**src/hdl/sifhPkg.sv**
```systemverilog
`default_nettype none

package sifhPkg;

    // bin index width, a pixel has 2**Nb bins
    parameter int NbDefault = 4;

    // threshold width, must exceed Nb
    parameter int NpDefault = 8;

    parameter int NcDefault = 8;       // bin count width
    parameter int PixelNumDefault = 8; // pixels per frame

    // frame sequencing
    typedef enum logic [1:0] {
        stIdle    = 2'd0, // waiting for frameStart
        stCollect = 2'd1, // bins arriving
        stDrain   = 2'd2, // last pixel still in the pipeline
        stDone    = 2'd3  // final write seen
    } frameState_e;

endpackage

`default_nettype wire
```
**src/hdl/peakIf.sv**
```systemverilog
`timescale 1ns/10ps
`default_nettype none

interface peakIf #(
    parameter int Nb = sifhPkg::NbDefault,
    parameter int Nc = sifhPkg::NcDefault,
    parameter int PixelNum = sifhPkg::PixelNumDefault,
    localparam int Pw = (PixelNum > 1) ? $clog2(PixelNum) : 1
);

    logic          valid; // one-cycle pulse per pixel
    logic [Nb-1:0] bin;   // winning bin
    logic [Nc-1:0] count; // count of the winning bin
    logic [Pw-1:0] pixel; // pixel the peak belongs to

    modport src (output valid, bin, count, pixel);
    modport dst (input valid, bin, count, pixel);

endinterface

`default_nettype wire

```
**src/hdl/sifhTop.sv**
```systemverilog
`timescale 1ns/10ps
`default_nettype none

module sifhTop #(
    parameter int Nb = sifhPkg::NbDefault,
    parameter int Np = sifhPkg::NpDefault,
    parameter int Nc = sifhPkg::NcDefault,
    parameter int PixelNum = sifhPkg::PixelNumDefault,
    localparam int Pw = (PixelNum > 1) ? $clog2(PixelNum) : 1
) (
    input  wire           clk,
    input  wire           res,
    input  wire           frameStart,
    input  wire           binValid,
    input  wire  [Nc-1:0] binCount,
    input  wire  [Pw-1:0] rdPixel,
    output logic          busy,
    output logic          frameDone,
    output logic [Nb-1:0] rdPeak,
    output logic [Np-1:0] rdThMinus,
    output logic [Np-1:0] rdThPlus,
    output logic [Np-1:0] rdCenter
);

    logic          collecting;
    logic          lastBin;
    logic          lastPixel;
    logic [Nb-1:0] binIdx;
    logic [Pw-1:0] pixelIdx;
    logic          wrEn;
    logic [Pw-1:0] wrPixel;
    logic [Nb-1:0] wrPeak;
    logic [Np-1:0] wrThMinus;
    logic [Np-1:0] wrThPlus;
    logic [Np-1:0] wrCenter;

    peakIf #(.Nb(Nb), .Nc(Nc), .PixelNum(PixelNum)) peak0 ();

    frameControl frameCtl0 (
        .clk(clk), .res(res), .frameStart(frameStart), .lastBin(lastBin),
        .lastPixel(lastPixel), .binValid(binValid), .wrEn(wrEn),
        .collecting(collecting), .busy(busy), .frameDone(frameDone)
    );

    pixelCounter #(.Nb(Nb), .PixelNum(PixelNum)) pixelCnt0 (
        .clk(clk), .res(res), .collecting(collecting), .binValid(binValid),
        .binIdx(binIdx), .pixelIdx(pixelIdx), .lastBin(lastBin), .lastPixel(lastPixel)
    );

    peakSearch #(.Nb(Nb), .Nc(Nc), .PixelNum(PixelNum)) peakSearch0 (
        .clk(clk), .res(res), .collecting(collecting), .binValid(binValid),
        .binCount(binCount), .binIdx(binIdx), .pixelIdx(pixelIdx), .lastBin(lastBin),
        .peak(peak0.src)
    );

    thresholdCalc #(.Nb(Nb), .Np(Np), .Nc(Nc), .PixelNum(PixelNum)) thCalc0 (
        .clk(clk), .res(res), .peak(peak0.dst), .wrEn(wrEn), .wrPixel(wrPixel),
        .wrPeak(wrPeak), .wrThMinus(wrThMinus), .wrThPlus(wrThPlus), .wrCenter(wrCenter)
    );

    thresholdTable #(.Nb(Nb), .Np(Np), .PixelNum(PixelNum)) thTable0 (
        .clk(clk), .res(res), .wrEn(wrEn), .wrPixel(wrPixel), .wrPeak(wrPeak),
        .wrThMinus(wrThMinus), .wrThPlus(wrThPlus), .wrCenter(wrCenter),
        .rdPixel(rdPixel), .rdPeak(rdPeak), .rdThMinus(rdThMinus),
        .rdThPlus(rdThPlus), .rdCenter(rdCenter)
    );

endmodule

`default_nettype wire

```
**src/hdl/thresholdTable.sv**
```systemverilog
`timescale 1ns/10ps
`default_nettype none

module thresholdTable #(
    parameter int Nb = sifhPkg::NbDefault,
    parameter int Np = sifhPkg::NpDefault,
    parameter int PixelNum = sifhPkg::PixelNumDefault,
    localparam int Pw = (PixelNum > 1) ? $clog2(PixelNum) : 1
) (
    input  wire           clk,
    input  wire           res,
    input  wire           wrEn,
    input  wire  [Pw-1:0] wrPixel,
    input  wire  [Nb-1:0] wrPeak,
    input  wire  [Np-1:0] wrThMinus,
    input  wire  [Np-1:0] wrThPlus,
    input  wire  [Np-1:0] wrCenter,
    input  wire  [Pw-1:0] rdPixel,
    output logic [Nb-1:0] rdPeak,
    output logic [Np-1:0] rdThMinus,
    output logic [Np-1:0] rdThPlus,
    output logic [Np-1:0] rdCenter
);

    logic [Nb-1:0] peakMem    [PixelNum];
    logic [Np-1:0] thMinusMem [PixelNum];
    logic [Np-1:0] thPlusMem  [PixelNum];
    logic [Np-1:0] centerMem  [PixelNum];

    always_ff @(posedge clk or negedge res) begin
        if (!res) begin
            for (int i = 0; i < PixelNum; i++) begin
                peakMem[i]    <= '0; // all pixels read zero after reset
                thMinusMem[i] <= '0;
                thPlusMem[i]  <= '0;
                centerMem[i]  <= '0;
            end
            rdPeak    <= '0;
            rdThMinus <= '0;
            rdThPlus  <= '0;
            rdCenter  <= '0;
        end else begin
            if (wrEn) begin
                peakMem[wrPixel]    <= wrPeak;
                thMinusMem[wrPixel] <= wrThMinus;
                thPlusMem[wrPixel]  <= wrThPlus;
                centerMem[wrPixel]  <= wrCenter;
            end
            rdPeak    <= peakMem[rdPixel]; // one cycle read latency
            rdThMinus <= thMinusMem[rdPixel];
            rdThPlus  <= thPlusMem[rdPixel];
            rdCenter  <= centerMem[rdPixel];
        end
    end

endmodule

`default_nettype wire

```
**src/hdl/thresholdCalc.sv**
```systemverilog
`timescale 1ns/10ps
`default_nettype none

module thresholdCalc #(
    parameter int Nb = sifhPkg::NbDefault,
    parameter int Np = sifhPkg::NpDefault,
    parameter int Nc = sifhPkg::NcDefault,
    parameter int PixelNum = sifhPkg::PixelNumDefault,
    localparam int Pw = (PixelNum > 1) ? $clog2(PixelNum) : 1
) (
    input  wire           clk,
    input  wire           res,
    peakIf.dst            peak,
    output logic          wrEn,
    output logic [Pw-1:0] wrPixel,
    output logic [Nb-1:0] wrPeak,
    output logic [Np-1:0] wrThMinus,
    output logic [Np-1:0] wrThPlus,
    output logic [Np-1:0] wrCenter
);

    localparam int Sh = Np - Nb; // log2 of the bin width

    // half window of one and a half bins
    localparam logic [Np-1:0] Sb = Np'(3) << (Sh - 1);
    localparam logic [Np-1:0] FullScale = '1;

    logic [Np-1:0] ch;
    logic [Np-1:0] thMinus;
    logic [Np-1:0] thPlus;
    logic [Np:0]   boundSum;

    assign ch = {peak.bin, {Sh{1'b0}}}; // scaled peak

    always_comb begin
        if (ch >= FullScale - Sb) begin
            thPlus  = FullScale; // window pinned at the top
            thMinus = FullScale - (Sb << 1);
        end else if (ch <= Sb) begin
            thMinus = '0; // pinned at zero
            thPlus  = Sb << 1;
        end else begin
            thPlus  = ch + Sb;
            thMinus = ch - Sb;
        end
    end

    assign boundSum = {1'b0, thMinus} + {1'b0, thPlus}; // one extra bit for the carry

    always_ff @(posedge clk) begin
        if (peak.valid) begin
            wrPixel   <= peak.pixel;
            wrPeak    <= peak.bin;
            wrThMinus <= thMinus;
            wrThPlus  <= thPlus;
            wrCenter  <= boundSum[Np:1];
        end
    end

    always_ff @(posedge clk or negedge res) begin
        if (!res) begin
            wrEn <= 1'b0;
        end else begin
            wrEn <= peak.valid; // results line up with wrEn
        end
    end

endmodule

`default_nettype wire

```
**src/hdl/peakSearch.sv**
```systemverilog
`timescale 1ns/10ps
`default_nettype none

module peakSearch #(
    parameter int Nb = sifhPkg::NbDefault,
    parameter int Nc = sifhPkg::NcDefault,
    parameter int PixelNum = sifhPkg::PixelNumDefault,
    localparam int Pw = (PixelNum > 1) ? $clog2(PixelNum) : 1
) (
    input  wire          clk,
    input  wire          res,
    input  wire          collecting,
    input  wire          binValid,
    input  wire [Nc-1:0] binCount,
    input  wire [Nb-1:0] binIdx,
    input  wire [Pw-1:0] pixelIdx,
    input  wire          lastBin,
    peakIf.src           peak
);

    logic          accept;
    logic          take;
    logic [Nc-1:0] bestCount;
    logic [Nb-1:0] bestBin;
    logic [Nc-1:0] newCount;
    logic [Nb-1:0] newBin;

    assign accept = collecting & binValid;

    // strictly greater, so the earlier bin keeps a tie
    assign take     = (binIdx == '0) || (binCount > bestCount);
    assign newCount = take ? binCount : bestCount;
    assign newBin   = take ? binIdx : bestBin;

    always_ff @(posedge clk) begin
        if (accept) begin
            bestCount <= newCount;
            bestBin   <= newBin;
        end
        if (accept && lastBin) begin
            // publish including the last bin itself
            peak.bin   <= newBin;
            peak.count <= newCount;
            peak.pixel <= pixelIdx;
        end
    end

    always_ff @(posedge clk or negedge res) begin
        if (!res) begin
            peak.valid <= 1'b0;
        end else begin
            peak.valid <= accept & lastBin; // one pulse per pixel
        end
    end

endmodule

`default_nettype wire

```
**src/hdl/pixelCounter.sv**
```systemverilog
`timescale 1ns/10ps
`default_nettype none

module pixelCounter #(
    parameter int Nb = sifhPkg::NbDefault,
    parameter int PixelNum = sifhPkg::PixelNumDefault,
    localparam int Pw = (PixelNum > 1) ? $clog2(PixelNum) : 1
) (
    input  wire           clk,
    input  wire           res,
    input  wire           collecting,
    input  wire           binValid,
    output logic [Nb-1:0] binIdx,
    output logic [Pw-1:0] pixelIdx,
    output logic          lastBin,
    output logic          lastPixel
);

    assign lastBin   = (binIdx == '1);
    assign lastPixel = (pixelIdx == Pw'(PixelNum - 1));

    always_ff @(posedge clk or negedge res) begin
        if (!res) begin
            binIdx   <= '0;
            pixelIdx <= '0;
        end else if (!collecting) begin
            binIdx   <= '0; // next frame starts at pixel 0, bin 0
            pixelIdx <= '0;
        end else if (binValid) begin
            binIdx <= binIdx + 1'b1; // wraps at the end of a pixel
            if (lastBin) begin
                pixelIdx <= lastPixel ? '0 : pixelIdx + 1'b1;
            end
        end
    end

endmodule

`default_nettype wire

```
**src/hdl/frameControl.sv**
```systemverilog
`timescale 1ns/10ps
`default_nettype none

module frameControl (
    input  wire  clk,
    input  wire  res,
    input  wire  frameStart,
    input  wire  lastBin,
    input  wire  lastPixel,
    input  wire  binValid,
    input  wire  wrEn,
    output logic collecting,
    output logic busy,
    output logic frameDone
);

    sifhPkg::frameState_e state;
    sifhPkg::frameState_e stateNext;

    logic finalBin;

    assign finalBin = binValid & lastBin & lastPixel; // last bin of last pixel

    always_comb begin
        stateNext = state;
        case (state)
            sifhPkg::stIdle:    if (frameStart) stateNext = sifhPkg::stCollect;
            sifhPkg::stCollect: if (finalBin)   stateNext = sifhPkg::stDrain;
            sifhPkg::stDrain:   if (wrEn)       stateNext = sifhPkg::stDone;
            default:                            stateNext = sifhPkg::stIdle;
        endcase
    end

    always_ff @(posedge clk or negedge res) begin
        if (!res) begin
            state     <= sifhPkg::stIdle;
            frameDone <= 1'b0;
        end else begin
            state     <= stateNext;
            frameDone <= (state == sifhPkg::stDone); // single pulse, back to idle
        end
    end

    assign collecting = (state == sifhPkg::stCollect);
    assign busy       = (state == sifhPkg::stCollect) || (state == sifhPkg::stDrain);

endmodule

`default_nettype wire

```
**config.mk**
```make
export PLATFORM = sky130hd
export DESIGN_NAME = sifhTop
export DESIGN_NICKNAME = d
export VERILOG_FILES = /design/src/hdl/sifhPkg.sv /design/src/hdl/peakIf.sv /design/src/hdl/sifhTop.sv /design/src/hdl/thresholdTable.sv /design/src/hdl/thresholdCalc.sv /design/src/hdl/peakSearch.sv /design/src/hdl/pixelCounter.sv /design/src/hdl/frameControl.sv
export SDC_FILE = /design/constraint.sdc
export NUM_CORES = 1
export LEC_CHECK = 0
export BUFFER_PORTS_ARGS = -buffer_cell sky130_fd_sc_hd__buf_2
export CORE_ASPECT_RATIO = 0.75
export CORE_UTILIZATION = 54
export DETAILED_ROUTE_END_ITERATION = 6
export HOLD_SLACK_MARGIN = 0.15
export PLACE_DENSITY = 0.71
export SYNTH_ARGS = -nofsm -noshare
export SYNTH_HDL_FRONTEND = slang
export SYNTH_HIERARCHICAL = 1
export SYNTH_SLANG_ARGS = --single-unit
export TNS_END_PERCENT = 100
```
**constraint.sdc**
```tcl
create_clock -name clk -period 5.7 [get_ports clk]
set_clock_uncertainty 0.15 [all_clocks]
set_input_delay 1.14 -clock clk [delete_from_list [all_inputs] [get_ports clk]]
set_output_delay 1.14 -clock clk [all_outputs]
set_load 0.05 [all_outputs]
```
==> summary.txt, run 1 <==
Placed design
  • Gpl congestion: 0.720
  • Detailed Place HPWL: 15.2 mm
  • IO Port Bufs: 44
  • Placed cells: 1,133
  • Pre-CTS WS: 2.23 ns

STA
  • RSZ-0062 raised after global routing: no
  • Setup TNS: 0 ns
  • Fmax: 0.344 GHz
  • Final period util: 0.509
  • Final-report setup violation count: 0
  • Max-slew violations: 0
  • Post-route setup slack: 2.80 ns
  • Slew margin rel.: 0.236
  • Hold Vio Cnt, Final: 0
  • Worst Tran Pin Value: 1.15 ns
  • Post-layout minimum cycle time: 2.90 ns

Setup path
  • Reg2reg setup slack: 3.18 ns
  • Crit Reg-Reg Endpoint: thTable0/thMinusMem[60]$_DFFE_PN0P_
  • Reg2Reg Launch Point: thCalc0/wrPixel[1]$_DFFE_PP_
  • WS Path Type: primary input to flip-flop
  • Worst Setup End Kind: flip-flop
  • Worst setup SP type: primary input
  • FF-to-FF path depth: 3
  • Worst-path fanout max: 39
  • Worst Path Arrival: 3.17 ns
  • Worst Path Required: 5.97 ns

Finish
  • Layout cells sized above 1: 0.307
  • # diodes: 0
  • Fin cells: 1,182
  • Multi-input logic area: 5150 sq um
  • Reg area: 7840 sq um
  • NumNets Final: 870
  • Layout area overhead: 9.55%
  • Fill cells: 1,854

Power
  • P_sw: 0.00100 W
  • Flop pwr share: 0.523
  • Cell area power density: 298 nW/um^2
  • Net Sw Frac: 0.230
  • Final Power: 0.00437 W
  • Logic pwr share: 0.079
  • Internal cell power: 0.00337 W
  • Pleak: 7.32 nW
  • Maximum VDD drop: 269 uV
  • Clk network pwr share: 0.398

Hold path
  • Hold_sp: peakSearch0/peak.pixel[1]$_DFFE_PP_
  • Worst min path class: flip-flop to flip-flop
  • Hold depth: 0
  • Hold worst-path end: thCalc0/wrPixel[1]$_DFFE_PP_

Synthesis
  • Synthesized net count: 833
  • Syn_area_per_cell: 16.8 sq um
  • Mapped Area: 13,400 sq um
  • Yosys warning total: 6
  • Mapped Cells: 796

Clocking
  • H-tree depth: 1
  • Hold_buf cts: 0
  • CTS resizes: 0
  • Clk buf depth: 3
  • Clock-pin slew on the worst setup and hold paths: 0.06 ns
  • CTS tree: built
  • Root buf cell: clkbuf_16
  • Clk sink count: 305
  • Post-CTS Setup Bufs: 0
  • Clock latency on the worst-skew pair: 0.54 ns
  • CTS Buf Count: 29

Floorplan
  • FP Rows: 49
  • Core area: 24,200 sq um
  • Die area: 25,400 sq um
  • Overall die height: 138 um
  • I/O Pins: 45
  • Starting density of the core: 0.555
  • Die width: 184 um

Drt
  • Routed metal-1 wirelength: 11.4 mm
  • Wire per inst: 21.4 um
  • Pre-Repair DR Iteration Count: 4
  • Routed wl met2: 12.8 mm
  • # DRC: 0
  • Vias per cell: 5.82
  • Initial drt markers: 290
  • Post-DRT Antenna Nets: 0
  • Detailed Route WL: 25.4 mm
  • Top layer in use: met4
  • Vias: 6,876
  • Routed wl met3: 710 um

Flow run
  • Max cap viols: 0

GRT
  • First-pass GRT wire length: 42.5 mm
  • Antenna violations before repair: 0
  • Vias in the first global route: 7,654
  • Largest net degree at the start of global routing: 128
  • GRT Util Overall: 0.215
  • Grt ovf: 0

Run status
  • Status: complete, no violations
area by class of cell:
| class | count | area share |
|---|---|---|
| clock inverters | 9 | 0.00341 |
| clock buffers | 40 | 0.0550 |
| multi-input cells | 420 | 0.351 |
| well taps | 331 | 0.0282 |
| inverters | 20 | 0.00512 |
| flip-flops and latches | 305 | 0.534 |
| repair buffers | 57 | 0.0234 |
per-stage QoR:
| stage | instance area (sq um) | util | hold WS (ns) |
|---|---|---|---|
| finish | 14700 | 0.607 | 0.282 |
| global route | 14700 | 0.607 | 0.286 |
| CTS | 14700 | 0.607 | 0.280 |
| detailed placement | 13800 | 0.572 | 0.261 |
| global placement | 13800 | 0.572 | 0.260 |
| floorplan | 13400 | - | 0.250 |
cells in the final DEF, fill, tap and decap left out, types with 2 or more instances in the layout:
cell	count
and3_1	2
and4_1	2
a21o_1	2
o21ai_0	4
nand2_1	9
mux4_2	49
edfxtp_1	41
clkbuf_1	7
xnor2_1	5
nand3_1	3
inv_1	19
buf_2	42
mux2_2	105
ha_1	22
and2b_1	3
clkinvlp_4	2
mux4_1	6
a21oi_1	6
clkinv_2	3
o21bai_1	2
mux2_1	160
nor2_1	4
nand4_1	2
buf_4	13
dfrtp_1	264
mux2i_1	6
clkinv_1	3
nand4b_1	3
and4bb_1	3
clkbuf_16	29
clkbuf_8	4
power groups by stage:
stage	combinational (W)	sequential [W]	clock, W
final	0.000346	0.00229	0.00174
after global routing	0.000383	0.00229	0.00187
after CTS	0.000354	0.00229	0.00179
after detailed placement	0.000353	0.00233	0
after global placement	0.000330	0.00233	0
after floorplan	0.000237	0.00234	0
critical path, cell delays in order:
cell and delay (ns):
buf_4 0.60, buf_4 0.47, mux4_1 0.62, mux2_2 0.28
state kept, by name, indices dropped and copies added, names as in the netlist, 5 cells and up:
signal,flops
thTable0/centerMem,64
peakSearch0/bestCount,8
thTable0/rdCenter,8
thCalc0/wrThMinus,6
thTable0/rdThMinus,8
thCalc0/wrCenter,5
thTable0/peakMem,32
thTable0/rdThPlus,8
thTable0/thPlusMem,64
thTable0/thMinusMem,64
worst max-delay path by stage:
stage                start                            endpoint  slack [ns]  cells after the start
2_1_floorplan  binCount[3]  peakSearch0/bestCount[0]$_DFFE_PP_        2.67                      5
3_3_place_gp    rdPixel[0]     thTable0/rdThMinus[6]$_DFF_PN0_        2.24                      4
3_5_place_dp    rdPixel[0]      thTable0/rdCenter[0]$_DFF_PN0_        2.23                      4
4_1_cts         rdPixel[0]     thTable0/rdThMinus[4]$_DFF_PN0_        2.75                      4
5_1_grt         rdPixel[0]     thTable0/rdThMinus[4]$_DFF_PN0_        2.64                      4
6_report        rdPixel[0]     thTable0/rdThMinus[4]$_DFF_PN0_        2.80                      4
routing by layer:
layer  global-route usage  up-vias
met5                    0        -
met4               0.0452        0
met3               0.0279       31
met2                0.364       88
met1                0.299     3722
li1                     -     3035
Power figures use the tool's default switching activity.
==> run 2: changes to the inputs <==
--- a/config.mk
+++ b/config.mk
@@ -10,7 +10,7 @@
 export CORE_UTILIZATION = 54
 export DETAILED_ROUTE_END_ITERATION = 6
 export HOLD_SLACK_MARGIN = 0.15
-export PLACE_DENSITY = 0.71
+export PLACE_DENSITY = 0.74
 export SYNTH_ARGS = -nofsm -noshare
 export SYNTH_HDL_FRONTEND = slang
 export SYNTH_HIERARCHICAL = 1
==> constraint.sdc (replaced) <==
create_clock -name clk -period 2.45 [get_ports clk]
set_clock_uncertainty 0.15 [all_clocks]
set_input_delay 0.49 -clock clk [delete_from_list [all_inputs] [get_ports clk]]
set_output_delay 0.49 -clock clk [all_outputs]
set_load 0.05 [all_outputs]
==> run 2 against run 1 <==
Effect of this change:
- core utilization increased by 2.7 points
- global-route usage rose by 0.86 points
- wire length increased by 5.5%
- register-to-register slack worse by 3.1 ns
- flip-flop and latch count unchanged
- worst hold slack worse by 0.067 ns
- final area increased by 4.5%
- first-iteration DRC count up 31%
- worst setup slack got worse by 2.7 ns
- via count is 3.3% higher
- highest routed layer unchanged
==> summary.txt, run 2 (synthesized netlist as in run 1, its figures left out) <==
Finish
  • Fill cells: 1,735 (-6.4%)
  • Commonest cells after routing, fill and taps aside: dfrtp_1, mux2_1, mux2_2
  • Layout cells sized above 1: 0.341 (+0.0347)
  • Commonest non-fill, non-tap cell in the layout: dfrtp_1
  • Finished Core Util: 0.635 (+0.0275)
  • Layout area overhead: 14.5%
  • Fin cells: 1,239 (+4.8%)
  • NumNets Final: 922 (+6.0%)
  • Top flop regs: thTable0/centerMem: 64 flops, thTable0/thMinusMem: 64 flops, thTable0/thPlusMem: 64 flops
  • # diodes: 0 (unchanged)

Placed design
  • Gpl congestion: 0.750 (+4.2%)
  • Placed cells: 1,173 (+3.5%)
  • IO Port Bufs: 44 (unchanged)
  • Detailed Place HPWL: 16.7 mm (+10%)

Setup path
  • Reg2Reg Launch Point: peakSearch0/bestCount[6]$_DFFE_PP_
  • Worst Setup End Kind: flip-flop
  • Worst-path fanout max: 4 (-90%)
  • Worst setup SP type: primary input
  • Crit Reg-Reg Endpoint: peakSearch0/bestCount[6]$_DFFE_PP_
  • Worst Path Required: 2.61 ns (-3.36 ns)
  • FF-to-FF path depth: 7 (+4)
  • CP max stage cell: dlygate4sd3_1
  • Worst Path Arrival: 2.56 ns (-0.61 ns)
  • CP peak stage delay: 0.52 ns (-0.10 ns)
  • Critical Path, Cell by Cell: dlygate4sd3_1 > buf_2 > inv_1 > ha_1 > nand4_4 > nor2_2 > a21oi_2 > a311oi_4 > buf_6 > mux2_2
  • Reg2reg setup slack: 0.09 ns (-3.09 ns)
  • WS Path Type: primary input to flip-flop

Run status
  • Status: complete, no violations

Floorplan
  • Core area: 24,200 sq um (unchanged)
  • Die width: 184 um (unchanged)
  • I/O Pins: 45 (unchanged)
  • Starting density of the core: 0.555 (unchanged)
  • Die area: 25,400 sq um (unchanged)
  • FP Rows: 49 (unchanged)
  • Overall die height: 138 um (unchanged)

STA
  • Final-report setup violation count: 0 (unchanged)
  • Slew margin rel.: 0.413 (+0.177)
  • Hold Vio Cnt, Final: 0 (unchanged)
  • Final period util: 0.981
  • Setup TNS: 0 ns (unchanged)
  • RSZ-0062 raised after global routing: no
  • Fmax: 0.416 GHz
  • Max-slew violations: 0 (unchanged)
  • Worst Tran Pin Value: 0.881 ns (-0.266 ns)
  • Post-layout minimum cycle time: 2.40 ns

Drt
  • Vias: 7,100 (+3.3%)
  • Vias per cell: 5.73 (-1.5%)
  • Pre-Repair DR Iteration Count: 4 (unchanged)
  • # DRC: 0 (unchanged)
  • Initial drt markers: 379 (+31%)
  • Wire per inst: 21.6 um (+0.60%)
  • Post-DRT Antenna Nets: 0 (unchanged)
  • Detailed Route WL: 26.7 mm (+5.5%)

Clocking
  • CTS Buf Count: 30 (+3.4%)
  • Root buf cell: clkbuf_16
  • Clk sink count: 305 (unchanged)
  • Clock-pin slew on the worst setup and hold paths: 0.06 ns (about the same)
  • Clk buf depth: 3 (unchanged)
  • H-tree depth: 1 (unchanged)
  • CTS tree: built
  • Clock latency on the worst-skew pair: 0.55 ns (about the same)

Power
  • Logic pwr share: 0.084 (+0.005)
  • Internal cell power: 0.00831 W (+150%)
  • Clk network pwr share: 0.422 (+0.024)
  • P_sw: 0.00248 W (+150%)
  • Cell area power density: 704 nW/um^2 (+140%)
  • Flop pwr share: 0.493 (-0.030)
  • Maximum VDD drop: 995 uV (+270%)
  • Net Sw Frac: 0.230 (+0.000535)
  • Pleak: 7.67 nW (+4.8%)

Hold path
  • Hold depth: 4 (+4)
  • Hold worst-path end: frameCtl0/state[0]$_DFFE_PN0P_
  • Hold_sp: frameStart
  • Worst min path class: primary input to flip-flop

GRT
  • First-pass GRT wire length: 44.1 mm (+3.7%)
  • Antenna violations before repair: 0 (unchanged)
  • GRT Util Overall: 0.223 (+0.00859)
  • Largest net degree at the start of global routing: 77 (-40%)
  • Vias in the first global route: 8,001 (+4.5%)
  • Grt ovf: 0 (unchanged)

Flow run
  • Max cap viols: 0 (unchanged)
## run 2: layout make-up
type                            instances  area [sq um]  share of cell area
Tap cell                              331           414              0.0270
Sequential cell                       305          7840               0.511
Multi-Input combinational cell        420          5150               0.336
Clock buffer                           43           871              0.0568
Timing Repair Buffer                  108           871              0.0568
Clock inverter                         12           116             0.00759
Inverter                               20          75.1             0.00489
## run 2: through the flow
stage | power, W | cell area (sq um) | setup slack, ns | hold WS, ns
6_report | 0.0108 | 15300 | 0.0465 | 0.215
4_1_cts | 0.0109 | 15300 | 0.0150 | 0.198
3_3_place_gp | 0.00625 | 14200 | -0.0510 | 0.258
2_1_floorplan | 0.00600 | 13400 | 0.0661 | 0.0444
5_1_grt | 0.0112 | 15300 | 0.00980 | 0.230
3_5_place_dp | 0.00632 | 14200 | -0.0971 | 0.256
## run 2: power by group through the flow
stage	Sequential, W	Clock (W)	Combinational, W
2_1_floorplan	0.00544	0	0.000552
3_3_place_gp	0.00541	0	0.000843
3_5_place_dp	0.00542	0	0.000895
4_1_cts	0.00533	0.00466	0.000909
5_1_grt	0.00534	0.00488	0.000997
6_report	0.00533	0.00456	0.000910
## run 2: worst max-delay path by stage
stage                start                                 end  slack (ns)  cells after the start
6_report       binCount[0]  peakSearch0/bestCount[6]$_DFFE_PP_        0.05                     10
3_5_place_dp   binCount[3]  peakSearch0/bestCount[6]$_DFFE_PP_        -0.1                      7
2_1_floorplan  binCount[3]  peakSearch0/bestCount[0]$_DFFE_PP_        0.07                      5
5_1_grt        binCount[0]  peakSearch0/bestCount[6]$_DFFE_PP_        0.01                     10
4_1_cts        binCount[4]  peakSearch0/bestCount[6]$_DFFE_PP_        0.02                      9
3_3_place_gp   binCount[3]  peakSearch0/bestCount[4]$_DFFE_PP_       -0.05                      7
## run 2: critical path, delay by kind of cell
kind                     cells  cell delay [ns]
adder cells (fa/ha/maj)      1             0.32
multiplexers                 1             0.34
AO/OA/AOI/OAI                2             0.33
AND/OR/NAND/NOR              2             0.24
buffers and inverters        4             0.84
## run 2: routing by layer
| metal | part of all wire | track usage | vias to the layer above |
|---|---|---|---|
| li1 | - | - | 3134 |
| met1 | 0.46 | 0.317 | 3816 |
| met2 | 0.49 | 0.363 | 103 |
| met3 | 0.032 | 0.0387 | 47 |
| met4 | 0.018 | 0.0518 | 0 |
| met5 | 0 | 0 | - |
## run 2: repair_timing
item                                    CTS  global route
resized for setup                         0             4
hold endpoints to repair                 78             0
endpoints found under the setup margin    0            11
hold buffers                             10             0
buffers inserted                          0             1
==> run 3: changes to the inputs <==
--- a/config.mk
+++ b/config.mk
@@ -7,10 +7,9 @@
 export LEC_CHECK = 0
 export BUFFER_PORTS_ARGS = -buffer_cell sky130_fd_sc_hd__buf_2
 export CORE_ASPECT_RATIO = 0.75
-export CORE_UTILIZATION = 54
+export CORE_UTILIZATION = 39
 export DETAILED_ROUTE_END_ITERATION = 6
 export HOLD_SLACK_MARGIN = 0.15
-export PLACE_DENSITY = 0.74
 export SYNTH_ARGS = -nofsm -noshare
 export SYNTH_HDL_FRONTEND = slang
 export SYNTH_HIERARCHICAL = 1
==> run 3 against run 2 <==
Effect of this change:
- highest routed layer unchanged
- wire length is 1.2% lower
- largest cell class unchanged
- combinational power down 1%
- core utilization shrank 18 points
- via count shrank 1.7%
- first-iteration DRC count is 6.6% lower
- clock power is 1% higher
- flip-flop and latch count is the same
- non-clock buffer count down 8
==> summary.txt, run 3 (synthesized netlist as in run 1, its figures left out) <==
STA
  • Fmax: 0.415 GHz (-0.21%)
  • Max-slew violations: 0 (unchanged)
  • Hold Vio Cnt, Final: 0 (unchanged)
  • Final-report setup violation count: 0 (unchanged)
  • Post-layout minimum cycle time: 2.41 ns (+0.00510 ns)
  • Slew margin rel.: 0.621 (+0.208)
  • Worst Tran Pin Value: 0.569 ns (-0.312 ns)
  • Post-route setup slack: 0.0415 ns (-0.00510 ns)
  • Min Hold Slack: 0.200 ns (-0.0154 ns)
  • RSZ-0062 raised after global routing: no
  • Final period util: 0.983 (+0.00208)

Drt
  • Routed metal-1 wirelength: 13.2 mm (+7.3%)
  • Post-DRT Antenna Nets: 0 (unchanged)
  • Top layer in use: met4
  • Vias per cell: 5.16 (-10%)
  • Pre-Repair DR Iteration Count: 4 (unchanged)
  • # DRC: 0 (unchanged)
  • Routed wl met3: 725 um (-16%)
  • Detailed Route WL: 26.4 mm (-1.2%)
  • Routed wl met2: 12.0 mm (-7.9%)
  • Wire per inst: 19.5 um (-9.6%)
  • Initial drt markers: 354 (-6.6%)
  • Vias: 6,979 (-1.7%)

Placed design
  • Pre-CTS WS: -0.0794 ns (+0.0177 ns)
  • Detailed Place HPWL: 15.5 mm (-7.6%)
  • Gpl congestion: 0.738 (-1.6%)
  • DP Area: 14,400 sq um (+0.98%)
  • IO Port Bufs: 44 (unchanged)
  • Placed cells: 1,284 (+9.5%)

Finish
  • Fill cells: 2,957 (+70%)
  • Top flop regs: thTable0/centerMem: 64 flops, thTable0/thMinusMem: 64 flops, thTable0/thPlusMem: 64 flops
  • Commonest non-fill, non-tap cell in the layout: dfrtp_1
  • Layout area overhead: 15.6%
  • Commonest cells after routing, fill and taps aside: dfrtp_1, mux2_1, mux2_2
  • NumNets Final: 915 (-0.76%)
  • Fin cells: 1,353 (+9.2%)
  • Layout cells sized above 1: 0.338 (-0.00365)
  • Multi-input logic area: 5160 sq um (+0.15%)
  • # diodes: 0 (unchanged)
  • Final instance area: 15,500 sq um (+0.95%)
  • Reg area: 7840 sq um (unchanged)

Floorplan
  • I/O Pins: 45 (unchanged)
  • Die width: 216 um (+17%)
  • Die area: 35,100 sq um (+38%)
  • Starting density of the core: 0.398 (-0.157)
  • Overall die height: 163 um (+17%)
  • FP Rows: 58 (+18%)
  • Core area: 33,700 sq um (+39%)

Setup path
  • Worst setup SP type: primary input
  • Crit Reg-Reg Endpoint: thCalc0/wrCenter[7]$_DFFE_PP_
  • Worst Path Required: 2.62 ns (about the same)
  • Worst Setup End Kind: flip-flop
  • Reg2reg setup slack: 0.15 ns (+0.06 ns)
  • CP startpoint: binCount[2]
  • Reg2Reg Launch Point: peakSearch0/peak.bin[2]$_DFFE_PP_
  • Worst-path fanout max: 4 (unchanged)
  • Critical Path Sink: peakSearch0/bestCount[7]$_DFFE_PP_
  • Worst Path Arrival: 2.58 ns (+0.02 ns)
  • FF-to-FF path depth: 8 (+1)
  • WS Path Type: primary input to flip-flop

GRT
  • Antenna violations before repair: 0 (unchanged)
  • First-pass GRT wire length: 43.4 mm (-1.5%)
  • Grt ovf: 0 (unchanged)
  • GRT Util Overall: 0.159 (-0.0643)
  • Largest net degree at the start of global routing: 56 (-27%)
  • Vias in the first global route: 7,467 (-6.7%)

Clocking
  • Clock-pin slew on the worst setup and hold paths: 0.06 ns (about the same)
  • Clock latency on the worst-skew pair: 0.57 ns (+0.02 ns)
  • H-tree depth: 1 (unchanged)
  • Clk sink count: 305 (unchanged)
  • Clk buf depth: 3 (unchanged)
  • CTS tree: built
  • Root buf cell: clkbuf_16
  • CTS Buf Count: 31 (+3.3%)

Hold path
  • Hold_sp: frameStart
  • Hold depth: 4 (unchanged)
  • Worst min path class: primary input to flip-flop

Run status
  • Status: complete, no violations

Power
  • Cell area power density: 700 nW/um^2 (-0.63%)
  • Maximum VDD drop: 659 uV (-34%)
  • Final Power: 0.0108 W (+0.31%)
  • Pleak: 7.64 nW (-0.34%)

Flow run
  • Max cap viols: 0 (unchanged)
==> run 3: metrics by stage <==
stage	TNS (ns)	utilization
floorplan	0	-
global placement	-0.554	0.427
detailed placement	-0.570	0.427
CTS	0	0.459
global route	0	0.460
finish	0	0.460
==> run 3: worst min path at each step <==
| stage | slack [ns] | to |
|---|---|---|
| floorplan | 0.04 | frameCtl0/frameDone$_DFF_PN0_ |
| CTS | 0.17 | frameCtl0/state[0]$_DFFE_PN0P_ |
| global placement | 0.25 | thCalc0/wrPixel[1]$_DFFE_PP_ |
| finish | 0.20 | frameCtl0/state[0]$_DFFE_PN0P_ |
| detailed placement | 0.25 | thCalc0/wrPixel[1]$_DFFE_PP_ |
| global route | 0.22 | frameCtl0/state[0]$_DFFE_PN0P_ |
==> run 3: power by group <==
group	internal, W	switching, W	leakage (nW)
Combinational	0.000383	0.000516	3.10
Sequential	0.00526	0.0000632	4.06
Clock	0.00266	0.00195	0.484
==> run 3: final cells by class <==
class                           instances  share of cell area
Clock inverter                         14             0.00808
Tap cell                              450              0.0364
Sequential cell                       305               0.506
Clock buffer                           44              0.0558
Inverter                               20             0.00485
Timing Repair Buffer                  100              0.0554
Multi-Input combinational cell        420               0.333
==> run 3: routing by layer <==
metal / global-route usage / up-vias
met4: 0.0298 / 0
met1: 0.235 / 3731
met2: 0.247 / 75
met5: 0 / -
met3: 0.0284 / 37
li1: - / 3136
==> run 3: repair_timing <==
item,4_1_cts,5_1_grt
hold buffers,10,0
gates resized for setup,0,4
setup endpoints to repair,0,18
endpoints found under the hold margin,247,0
setup buffers,0,1
==> run 3: critical path, cell delays in order <==
cell,delay (ns)
dlygate4sd3_1,0.54
buf_2,0.13
ha_1,0.33
nand4_4,0.11
buf_4,0.16
a311oi_4,0.30
buf_4,0.19
mux2_2,0.33
